===== src/source/la32_cfg.svh =====
`ifndef LA32_CFG_SVH
`define LA32_CFG_SVH

// datapath and register file
`define LA32_XLEN      32
`define LA32_NREG      32
`define LA32_RADDR_W   5
`define LA32_RF_RST    {`LA32_XLEN{1'b0}}

// ##########################################################
// 3R and shift-immediate forms, inst[31:15]
`define LA32_OP_ADDW    17'h00020
`define LA32_OP_SUBW    17'h00022
`define LA32_OP_SLT     17'h00024
`define LA32_OP_SLTU    17'h00025
`define LA32_OP_NOR     17'h00028
`define LA32_OP_AND     17'h00029
`define LA32_OP_OR      17'h0002a
`define LA32_OP_XOR     17'h0002b
`define LA32_OP_SLLW    17'h0002e
`define LA32_OP_SRLW    17'h0002f
`define LA32_OP_SRAW    17'h00030
`define LA32_OP_BREAK   17'h00054
`define LA32_OP_SYSCALL 17'h00056
`define LA32_OP_SLLIW   17'h00081
`define LA32_OP_SRLIW   17'h00089
`define LA32_OP_SRAIW   17'h00091

// 2RI12 forms, inst[31:22]
`define LA32_OP_SLTI    10'h008
`define LA32_OP_SLTUI   10'h009
`define LA32_OP_ADDIW   10'h00a
`define LA32_OP_ANDI    10'h00d
`define LA32_OP_ORI     10'h00e
`define LA32_OP_XORI    10'h00f

// 1RI20 forms, inst[31:25]
`define LA32_OP_LU12I   7'h0a

`endif


===== src/source/la32_pkg.sv =====
`include "la32_cfg.svh"

package la32_pkg;

  typedef logic [`LA32_XLEN-1:0] word_t;
  typedef logic [`LA32_RADDR_W-1:0] reg_addr_t;

  typedef enum logic [4:0] {
    op_nop,
    op_add,
    op_sub,
    op_slt,
    op_sltu,
    op_nor,
    op_and,
    op_or,
    op_xor,
    op_sll,
    op_srl,
    op_sra,
    op_lui
  } alu_op_e;

  typedef enum logic [1:0] {
    exc_none,
    exc_ine,
    exc_brk,
    exc_sys
  } exc_cause_e;

  // ##########################################################
  // instruction formats, all 32 bits wide

  // also carries the 5-bit shift amount in the rk slot
  typedef struct packed {
    logic [16:0] opcode;
    reg_addr_t   rk;
    reg_addr_t   rj;
    reg_addr_t   rd;
  } fmt_3r_t;

  typedef struct packed {
    logic [9:0]  opcode;
    logic [11:0] imm12;
    reg_addr_t   rj;
    reg_addr_t   rd;
  } fmt_2ri12_t;

  typedef struct packed {
    logic [6:0]  opcode;
    logic [19:0] imm20;
    reg_addr_t   rd;
  } fmt_1ri20_t;

  typedef union packed {
    fmt_3r_t    r3;
    fmt_2ri12_t ri12;
    fmt_1ri20_t ri20;
  } inst_word_u;

endpackage


===== src/source/la32_decode.sv =====
`timescale 1ns/1ns
`include "la32_cfg.svh"

module la32_decode (
  input  logic                   clk,
  input  logic                   rst_n,
  input  logic                   inst_valid,
  input  la32_pkg::word_t        inst,
  output logic                   dec_valid,
  output la32_pkg::alu_op_e      dec_op,
  output la32_pkg::reg_addr_t    dec_rj,
  output la32_pkg::reg_addr_t    dec_rk,
  output la32_pkg::reg_addr_t    dec_rd,
  output logic                   dec_use_imm,
  output la32_pkg::word_t        dec_imm,
  output logic                   dec_we,
  output logic                   dec_exc,
  output la32_pkg::exc_cause_e   dec_cause
);

  import la32_pkg::*;

  inst_word_u iw;
  alu_op_e    op_c;
  logic       use_imm_c;
  word_t      imm_c;
  reg_addr_t  rj_c;
  exc_cause_e cause_c;
  logic       hit_c;
  logic       exc_c;
  logic       we_c;
  word_t      simm12;
  word_t      uimm12;
  word_t      shamt5;

  assign iw = inst;

  assign simm12 = {{20{iw.ri12.imm12[11]}}, iw.ri12.imm12};
  assign uimm12 = {20'b0, iw.ri12.imm12};
  assign shamt5 = {27'b0, iw.r3.rk};

  // ##########################################################
  // widest opcode field matched first
  always_comb begin
    op_c      = op_nop;
    use_imm_c = 1'b0;
    imm_c     = '0;
    rj_c      = iw.r3.rj;
    cause_c   = exc_none;
    hit_c     = 1'b1;
    case (iw.r3.opcode)
      `LA32_OP_ADDW:    op_c = op_add;
      `LA32_OP_SUBW:    op_c = op_sub;
      `LA32_OP_SLT:     op_c = op_slt;
      `LA32_OP_SLTU:    op_c = op_sltu;
      `LA32_OP_NOR:     op_c = op_nor;
      `LA32_OP_AND:     op_c = op_and;
      `LA32_OP_OR:      op_c = op_or;
      `LA32_OP_XOR:     op_c = op_xor;
      `LA32_OP_SLLW:    op_c = op_sll;
      `LA32_OP_SRLW:    op_c = op_srl;
      `LA32_OP_SRAW:    op_c = op_sra;
      `LA32_OP_BREAK:   cause_c = exc_brk;
      `LA32_OP_SYSCALL: cause_c = exc_sys;
      `LA32_OP_SLLIW: begin
        op_c      = op_sll;
        use_imm_c = 1'b1;
        imm_c     = shamt5;
      end
      `LA32_OP_SRLIW: begin
        op_c      = op_srl;
        use_imm_c = 1'b1;
        imm_c     = shamt5;
      end
      `LA32_OP_SRAIW: begin
        op_c      = op_sra;
        use_imm_c = 1'b1;
        imm_c     = shamt5;
      end
      default: begin
        // every remaining form takes an immediate
        use_imm_c = 1'b1;
        case (iw.ri12.opcode)
          `LA32_OP_SLTI: begin
            op_c  = op_slt;
            imm_c = simm12;
          end
          `LA32_OP_SLTUI: begin
            op_c  = op_sltu;
            imm_c = simm12;
          end
          `LA32_OP_ADDIW: begin
            op_c  = op_add;
            imm_c = simm12;
          end
          `LA32_OP_ANDI: begin
            op_c  = op_and;
            imm_c = uimm12;
          end
          `LA32_OP_ORI: begin
            op_c  = op_or;
            imm_c = uimm12;
          end
          `LA32_OP_XORI: begin
            op_c  = op_xor;
            imm_c = uimm12;
          end
          default: begin
            case (iw.ri20.opcode)
              `LA32_OP_LU12I: begin
                op_c  = op_lui;
                imm_c = {iw.ri20.imm20, 12'b0};
                rj_c  = '0;
              end
              default: hit_c = 1'b0;
            endcase
          end
        endcase
      end
    endcase

    // zero word falls through as a plain nop
    if (!hit_c && inst != '0) begin
      cause_c = exc_ine;
    end
  end

  assign exc_c = (cause_c != exc_none);
  assign we_c  = hit_c && !exc_c && (iw.r3.rd != '0);

  // ##########################################################
  // decode register
  always_ff @(posedge clk or negedge rst_n) begin
    if (!rst_n) begin
      dec_valid <= 1'b0;
      dec_we    <= 1'b0;
      dec_exc   <= 1'b0;
    end else begin
      dec_valid <= inst_valid;
      dec_we    <= inst_valid && we_c;
      dec_exc   <= inst_valid && exc_c;
    end
  end

  always_ff @(posedge clk) begin
    if (inst_valid) begin
      dec_op      <= op_c;
      dec_rj      <= rj_c;
      dec_rk      <= iw.r3.rk;
      dec_rd      <= iw.r3.rd;
      dec_use_imm <= use_imm_c;
      dec_imm     <= imm_c;
      dec_cause   <= cause_c;
    end
  end

endmodule


===== src/source/la32_execute.sv =====
`timescale 1ns/1ns

module la32_execute (
  input  logic                   clk,
  input  logic                   rst_n,
  input  logic                   dec_valid,
  input  la32_pkg::alu_op_e      dec_op,
  input  la32_pkg::reg_addr_t    dec_rj,
  input  la32_pkg::reg_addr_t    dec_rk,
  input  la32_pkg::reg_addr_t    dec_rd,
  input  logic                   dec_use_imm,
  input  la32_pkg::word_t        dec_imm,
  input  logic                   dec_we,
  input  logic                   dec_exc,
  input  la32_pkg::exc_cause_e   dec_cause,
  output la32_pkg::reg_addr_t    rf_rj_addr,
  output la32_pkg::reg_addr_t    rf_rk_addr,
  input  la32_pkg::word_t        rf_rj_data,
  input  la32_pkg::word_t        rf_rk_data,
  output logic                   ex_valid,
  output logic                   ex_we,
  output la32_pkg::reg_addr_t    ex_rd,
  output la32_pkg::word_t        ex_data,
  output logic                   ex_exc,
  output la32_pkg::exc_cause_e   ex_cause
);

  import la32_pkg::*;

  word_t      opnd_a;
  word_t      opnd_rk;
  word_t      opnd_b;
  logic [4:0] shamt;
  word_t      alu_c;

  assign rf_rj_addr = dec_rj;
  assign rf_rk_addr = dec_rk;

  // bypass from our own result register; ex_we is never set for r0
  assign opnd_a  = (ex_we && ex_rd == dec_rj) ? ex_data : rf_rj_data;
  assign opnd_rk = (ex_we && ex_rd == dec_rk) ? ex_data : rf_rk_data;

  assign opnd_b = dec_use_imm ? dec_imm : opnd_rk;
  assign shamt  = opnd_b[4:0];

  // ##########################################################
  // ALU
  always_comb begin
    case (dec_op)
      op_add:  alu_c = opnd_a + opnd_b;
      op_sub:  alu_c = opnd_a - opnd_b;
      op_slt:  alu_c = word_t'($signed(opnd_a) < $signed(opnd_b));
      op_sltu: alu_c = word_t'(opnd_a < opnd_b);
      op_nor:  alu_c = ~(opnd_a | opnd_b);
      op_and:  alu_c = opnd_a & opnd_b;
      op_or:   alu_c = opnd_a | opnd_b;
      op_xor:  alu_c = opnd_a ^ opnd_b;
      op_sll:  alu_c = opnd_a << shamt;
      op_srl:  alu_c = opnd_a >> shamt;
      op_sra:  alu_c = word_t'($signed(opnd_a) >>> shamt);
      op_lui:  alu_c = opnd_b;
      default: alu_c = '0;
    endcase
  end

  // ##########################################################
  // result register
  always_ff @(posedge clk or negedge rst_n) begin
    if (!rst_n) begin
      ex_valid <= 1'b0;
      ex_we    <= 1'b0;
      ex_exc   <= 1'b0;
    end else begin
      ex_valid <= dec_valid;
      ex_we    <= dec_valid && dec_we;
      ex_exc   <= dec_valid && dec_exc;
    end
  end

  always_ff @(posedge clk) begin
    ex_rd    <= dec_rd;
    ex_data  <= alu_c;
    ex_cause <= dec_cause;
  end

  a_fwd_no_r0: assert property (@(posedge clk) disable iff (!rst_n) ex_we |-> ex_rd != '0)
    else $error("result register would forward a write to r0");

  a_we_no_exc: assert property (@(posedge clk) disable iff (!rst_n) !(ex_we && ex_exc))
    else $error("write enable set on an excepting instruction");

endmodule


===== src/source/la32_result.sv =====
`timescale 1ns/1ns
`include "la32_cfg.svh"

module la32_result (
  input  logic                   clk,
  input  logic                   rst_n,
  input  logic                   ex_valid,
  input  logic                   ex_we,
  input  la32_pkg::reg_addr_t    ex_rd,
  input  la32_pkg::word_t        ex_data,
  input  logic                   ex_exc,
  input  la32_pkg::exc_cause_e   ex_cause,
  input  la32_pkg::reg_addr_t    rf_rj_addr,
  input  la32_pkg::reg_addr_t    rf_rk_addr,
  output la32_pkg::word_t        rf_rj_data,
  output la32_pkg::word_t        rf_rk_data,
  output logic                   wb_valid,
  output logic                   wb_we,
  output la32_pkg::reg_addr_t    wb_rd,
  output la32_pkg::word_t        wb_data,
  output logic                   wb_exc,
  output la32_pkg::exc_cause_e   wb_cause
);

  import la32_pkg::*;

  word_t rf_q [0:`LA32_NREG-1];

  // r0 is hardwired
  assign rf_rj_data = (rf_rj_addr == '0) ? '0 : rf_q[rf_rj_addr];
  assign rf_rk_data = (rf_rk_addr == '0) ? '0 : rf_q[rf_rk_addr];

  always_ff @(posedge clk or negedge rst_n) begin
    if (!rst_n) begin
      for (int i = 0; i < `LA32_NREG; i++) begin
        rf_q[i] <= `LA32_RF_RST;
      end
    end else if (ex_we) begin
      rf_q[ex_rd] <= ex_data;
    end
  end

  // ##########################################################
  // retire port
  always_ff @(posedge clk or negedge rst_n) begin
    if (!rst_n) begin
      wb_valid <= 1'b0;
      wb_we    <= 1'b0;
      wb_exc   <= 1'b0;
    end else begin
      wb_valid <= ex_valid;
      wb_we    <= ex_we;
      wb_exc   <= ex_exc;
    end
  end

  always_ff @(posedge clk) begin
    wb_rd    <= ex_rd;
    wb_data  <= ex_data;
    wb_cause <= ex_cause;
  end

  a_no_r0_write: assert property (@(posedge clk) disable iff (!rst_n) wb_we |-> wb_rd != '0)
    else $error("retired write to r0");

endmodule


===== src/source/la32_alu_core.sv =====
`timescale 1ns/1ns

module la32_alu_core (
  input  logic                   clk,
  input  logic                   rst_n,
  input  logic                   inst_valid,
  input  la32_pkg::word_t        inst,
  output logic                   wb_valid,
  output logic                   wb_we,
  output la32_pkg::reg_addr_t    wb_rd,
  output la32_pkg::word_t        wb_data,
  output logic                   wb_exc,
  output la32_pkg::exc_cause_e   wb_cause
);

  import la32_pkg::*;

  // decode to execute
  logic       dec_valid;
  alu_op_e    dec_op;
  reg_addr_t  dec_rj;
  reg_addr_t  dec_rk;
  reg_addr_t  dec_rd;
  logic       dec_use_imm;
  word_t      dec_imm;
  logic       dec_we;
  logic       dec_exc;
  exc_cause_e dec_cause;

  // register file read port
  reg_addr_t  rf_rj_addr;
  reg_addr_t  rf_rk_addr;
  word_t      rf_rj_data;
  word_t      rf_rk_data;

  // execute to writeback
  logic       ex_valid;
  logic       ex_we;
  reg_addr_t  ex_rd;
  word_t      ex_data;
  logic       ex_exc;
  exc_cause_e ex_cause;

  la32_decode u_decode (
    .clk         (clk),
    .rst_n       (rst_n),
    .inst_valid  (inst_valid),
    .inst        (inst),
    .dec_valid   (dec_valid),
    .dec_op      (dec_op),
    .dec_rj      (dec_rj),
    .dec_rk      (dec_rk),
    .dec_rd      (dec_rd),
    .dec_use_imm (dec_use_imm),
    .dec_imm     (dec_imm),
    .dec_we      (dec_we),
    .dec_exc     (dec_exc),
    .dec_cause   (dec_cause)
  );

  la32_execute u_execute (
    .clk         (clk),
    .rst_n       (rst_n),
    .dec_valid   (dec_valid),
    .dec_op      (dec_op),
    .dec_rj      (dec_rj),
    .dec_rk      (dec_rk),
    .dec_rd      (dec_rd),
    .dec_use_imm (dec_use_imm),
    .dec_imm     (dec_imm),
    .dec_we      (dec_we),
    .dec_exc     (dec_exc),
    .dec_cause   (dec_cause),
    .rf_rj_addr  (rf_rj_addr),
    .rf_rk_addr  (rf_rk_addr),
    .rf_rj_data  (rf_rj_data),
    .rf_rk_data  (rf_rk_data),
    .ex_valid    (ex_valid),
    .ex_we       (ex_we),
    .ex_rd       (ex_rd),
    .ex_data     (ex_data),
    .ex_exc      (ex_exc),
    .ex_cause    (ex_cause)
  );

  la32_result u_result (
    .clk         (clk),
    .rst_n       (rst_n),
    .ex_valid    (ex_valid),
    .ex_we       (ex_we),
    .ex_rd       (ex_rd),
    .ex_data     (ex_data),
    .ex_exc      (ex_exc),
    .ex_cause    (ex_cause),
    .rf_rj_addr  (rf_rj_addr),
    .rf_rk_addr  (rf_rk_addr),
    .rf_rj_data  (rf_rj_data),
    .rf_rk_data  (rf_rk_data),
    .wb_valid    (wb_valid),
    .wb_we       (wb_we),
    .wb_rd       (wb_rd),
    .wb_data     (wb_data),
    .wb_exc      (wb_exc),
    .wb_cause    (wb_cause)
  );

endmodule


===== config.mk =====
export PLATFORM = sky130hd
export DESIGN_NAME = la32_alu_core
export DESIGN_NICKNAME = d
export VERILOG_FILES = /design/src/source/la32_pkg.sv /design/src/source/la32_decode.sv /design/src/source/la32_execute.sv /design/src/source/la32_result.sv /design/src/source/la32_alu_core.sv
export VERILOG_INCLUDE_DIRS = /design/src /design/src/source
export SDC_FILE = /design/constraint.sdc
export NUM_CORES = 2
export LEC_CHECK = 0
export ABC_AREA = 1
export BUFFER_PORTS_ARGS = -buffer_cell sky130_fd_sc_hd__buf_2
export CELL_PAD_IN_SITES_DETAIL_PLACEMENT = 1
export CELL_PAD_IN_SITES_GLOBAL_PLACEMENT = 2
export CORE_ASPECT_RATIO = 1.25
export CORE_MARGIN = 4
export CORE_UTILIZATION = 30
export CTS_BUF_LIST = sky130_fd_sc_hd__clkbuf_16
export DETAILED_ROUTE_END_ITERATION = 8
export PLACE_DENSITY = 0.77
export SLEW_MARGIN = 20
export SYNTH_ARGS = -nofsm -noshare
export SYNTH_HDL_FRONTEND = slang
export SYNTH_SLANG_ARGS = --single-unit

===== constraint.sdc =====
create_clock -name clk -period 5.7 [get_ports clk]
set_input_delay 0 -clock clk [delete_from_list [all_inputs] [get_ports clk]]
set_output_delay 0 -clock clk [all_outputs]
set_load 0.01 [all_outputs]

==> flow_metrics.tcl <==
set metrics [dict create \
    end_kind "flip-flop" \
    timing.rr.end "u_execute.ex_data[18]" \
    layout-drive-gt1-share 0.0810 \
    clk_latency_ns 0.83 \
    numCtsBuffers 147 \
    cts.path.max_buffers 4 \
    crit_arrival_ns 6.24 \
    io_pins 77 \
    synth_seq_area_share 0.407 \
    ctsRootBufferMaster "clkbuf_16" \
    grt_max_degree 151 \
    grt_pass1_vias 77344 \
    yosysWarnings 0 \
    rsz0062_at_grt "true" \
    period_minus_slack_ns 5.53 \
    dieArea_um2 246000 \
    crit_start "u_decode.dec_rj[3]" \
    skew_ns 0.0485 \
    fmax_ghz 0.181 \
    slowest_stage "fa_1" \
    worst_slack_ns 0.168 \
    cp-start-kind "flip-flop" \
    rr_worst_depth 24 \
    area_delta_synth_final_pct 13.7 \
    initial_utilization 0.303 \
    ant_nets 0 \
    path_max_fanout 17 \
    r2r_slack_ns 0.17 \
    postPlaceCellArea_um2 75800 \
    p_leak_nw 35.5 \
    powerDensity_nw_per_um2 301 \
    grt_antenna_before_repair 24 \
    die_y_um 553 \
    vias_per_cell 5.76 \
    detail_route.wl_per_cell_um 28.8 \
    cp_slowest_stage_delay_ns 0.51 \
    cts_sinks 1165 \
    cp_common_cell "buf_4" \
    design.core.area_um2 236000 \
    hp-class "input pin to flip-flop" \
    cts_tree "yes" \
    dp_hpwl_mm 251 \
    path_cells "buf_4 > buf_4 > nand2_1 > nor2_1 > nor2_1 > nor2_1 > nor2_1 > buf_4 > inv_1 > ha_1 > inv_1 > fa_1 > o31ai_4 > buf_4 > a21boi_1 > buf_4 > inv_1 > a21oi_2 > nor3_1 > o21ai_0 > nand3_1 > nand4_1 > a21oi_1 > nand2_1" \
    status "finished, final reports clean" \
    utilization 0.344 \
    synth_area_um2 71400 \
    syn_nets 10412 \
    cap_violations 0 \
    fin_hold_ws_ns 0.0767 \
    path_clk_slew_ns 0.06 \
    async_flop_share 0.887 \
    crit_buf_inv 8 \
    grt_pass1_wl_mm 553 \
    final_area_um2 81100 \
    register_area_um2 29000 \
    total_power_mw 24.4 \
    setup_tns_ns 0 \
    dieWidth_um 444 \
    fp-row-count 199 \
    routabilityCongestion 0.972 \
    syn-instance-count 10275 \
    io_buffers 76 \
    drv_slew 0 \
    rr_startpoint "u_decode.dec_rj[3]" \
    htreeDepth 4 \
    grt_util_all_layers 0.302 \
    drt-total-wl_mm 385 \
    worst_slew_pin_slew_ns 1.21 \
    synth_ff_type "dfrtp_1" \
    crit_path_end "u_execute.ex_data[18]" \
    crit_cells 24 \
    fill_cells 29039 \
    dp.cells 13039 \
    syn_area_per_cell_um2 6.94 \
    final_cell_count_no_fill 13359 \
    ys_ff_latch 1165 \
    fin_nets 10267 \
    route.detailed.drc 0 \
    via_count 76930 \
    post-route-period-util 0.970 \
    ir_worst_vdd_v 0.000266 \
    crit_type "flip-flop to flip-flop" \
    ys_types 63 \
    gr-total-overflow 0 \
    synth-edff-count 54 \
    finalHoldViolations 0 \
    place_worst_setup_slack_ns -0.310 \
    multi_input_area_um2 36100 \
    crit_required_ns 6.41 \
    max-slew-margin-rel 0.190 \
    finalSetupViolCount 0 \
    first_pass_iters 5 \
    path_delay_family "buffers and inverters" \
    drt-initial-drc-count 7323 \
]
## routing by layer
layer	wire length (um)	vias to the layer above	global-route usage
met5	27	-	0
met4	26800	4	0.178
met3	23500	967	0.0357
met2	180000	3054	0.502
met1	155000	39109	0.378
li1	-	33796	-
## synth_stat cells (11+ instances only)
cell / number / share of area
a21oi_1: 437 / 0.031
a311oi_1: 12 / 0.0015
buf_1: 39 / 0.0021
buf_2: 225 / 0.016
buf_4: 69 / 0.0073
buf_6: 31 / 0.0049
clkbuf_1: 436 / 0.023
dfrtp_1: 1033 / 0.36
dfxtp_1: 78 / 0.022
edfxtp_1: 54 / 0.023
ha_1: 100 / 0.018
inv_1: 723 / 0.038
inv_2: 44 / 0.0023
nand2_1: 2927 / 0.15
nand2_2: 13 / 0.0011
nand3_1: 1097 / 0.077
nand4_1: 38 / 0.0033
nor2_1: 656 / 0.035
nor2_2: 11 / 0.00096
nor3_1: 42 / 0.0029
nor4_1: 18 / 0.0016
o2111ai_1: 97 / 0.012
o211ai_1: 268 / 0.028
o21ai_0: 1630 / 0.11
o21ai_1: 53 / 0.0037
o221ai_1: 23 / 0.0028
or2_2: 21 / 0.0018
## repair_timing
item,CTS,global route
endpoints found under the setup margin,4,6
resized for setup,5,19
hold buffers,54,0
setup buffers,0,1
cloned,0,2
endpoints found under the hold margin,342,0
## worst min-delay path: cells and delay by family
kind,cells,cell delay (ns)
AOI/OAI and AO/OA,1,0.05
buffers and inverters,1,0.09
and+or+nand+nor,6,0.57
## cell usage in the layout, fill, tap and decap left out, types with 7 or more instances in the layout
cell type      synthesis  layout
nand2_1             2927    2896
o21ai_0             1630    1629
nand3_1             1097    1096
dfrtp_1             1033    1033
inv_1                723     749
nor2_1               656     647
a21oi_1              437     433
buf_4                 69     309
o211ai_1             268     268
clkbuf_16              0     156
ha_1                 100      99
o2111ai_1             97      97
dfxtp_1               78      78
buf_2                225      75
buf_12                 0      56
edfxtp_1              54      54
o21ai_1               53      53
dlygate4sd3_1          0      53
inv_2                 44      40
nand4_1               38      38
nor3_1                42      33
clkinv_1               0      30
nand2_4                0      26
clkinv_2               1      24
o221ai_1              23      23
or2_2                 21      21
nand2_2               13      17
nor4_1                18      16
nor2_4                 6      13
nor2_2                11      13
a311oi_1              12      12
o22ai_1               10      10
bufinv_16              0      10
nor3_2                 0       8
xor2_1                 7       7
buf_6                 31       7
## flip-flops by register name, summed over array words and instances (netlist names)
| name | cells |
|---|---|
| u_execute.ex_cause | 2 |
| u_decode.dec_imm | 32 |
| u_execute.ex_we | 1 |
| u_decode.dec_we | 1 |
| u_result.wb_rd | 5 |
| u_decode.dec_valid | 1 |
| u_result.wb_data | 32 |
| u_result.rf_q | 1024 |
| u_decode.dec_rk | 5 |
| u_result.wb_exc | 1 |
| u_decode.dec_cause | 2 |
| u_decode.dec_op | 4 |
| u_result.wb_valid | 1 |
| u_decode.dec_exc | 1 |
| u_execute.ex_valid | 1 |
| u_decode.dec_rd | 5 |
| u_execute.ex_exc | 1 |
| u_decode.dec_use_imm | 1 |
| u_result.wb_we | 1 |
| u_decode.dec_rj | 5 |
| u_execute.ex_rd | 5 |
| u_execute.ex_data | 32 |
| u_result.wb_cause | 2 |
## final cells by class
type                            instances  area share
Antenna cell                            6    0.000185
Clock buffer                          154      0.0475
Clock inverter                        103     0.00908
Inverter                              770      0.0360
Multi-Input combinational cell       7539       0.445
Sequential cell                      1165       0.358
Tap cell                             3115      0.0480
Timing Repair Buffer                  507      0.0567
## kinds of logic after synthesis
group / count (synthesis) / share of synthesized area
xor gates and xnor gates: 8 / 0.000982
muxes: 1 / 0.000140
buffers and inverters: 1571 / 0.0937
adders and majority gates: 102 / 0.0181
and+or+nand+nor: 4849 / 0.281
AOI/OAI and AO/OA: 2579 / 0.200
DFF: 1165 / 0.407
## worst min-delay path by stage
| stage | start | to | slack (ns) | depth (start not counted) |
|---|---|---|---|---|
| global placement | rst_n | u_result.rf_q[196] | 0.12 | 1 |
| global route | inst[11] | u_decode.dec_rk[1] | 0.07 | 2 |
| floorplan | rst_n | u_decode.dec_exc | -0.30 | 0 |
| CTS | inst[28] | u_decode.dec_op[1] | 0.02 | 8 |
| finish | inst[28] | u_decode.dec_op[1] | 0.08 | 8 |
| detailed placement | rst_n | u_result.rf_q[196] | 0.12 | 1 |
## where the power goes
group          switching [mW]  internal [mW]
combinational            4.74           1.59
sequential              0.243           8.48
clock                    4.04           5.33
total                    9.03           15.4
Power figures use the tool's default switching activity.
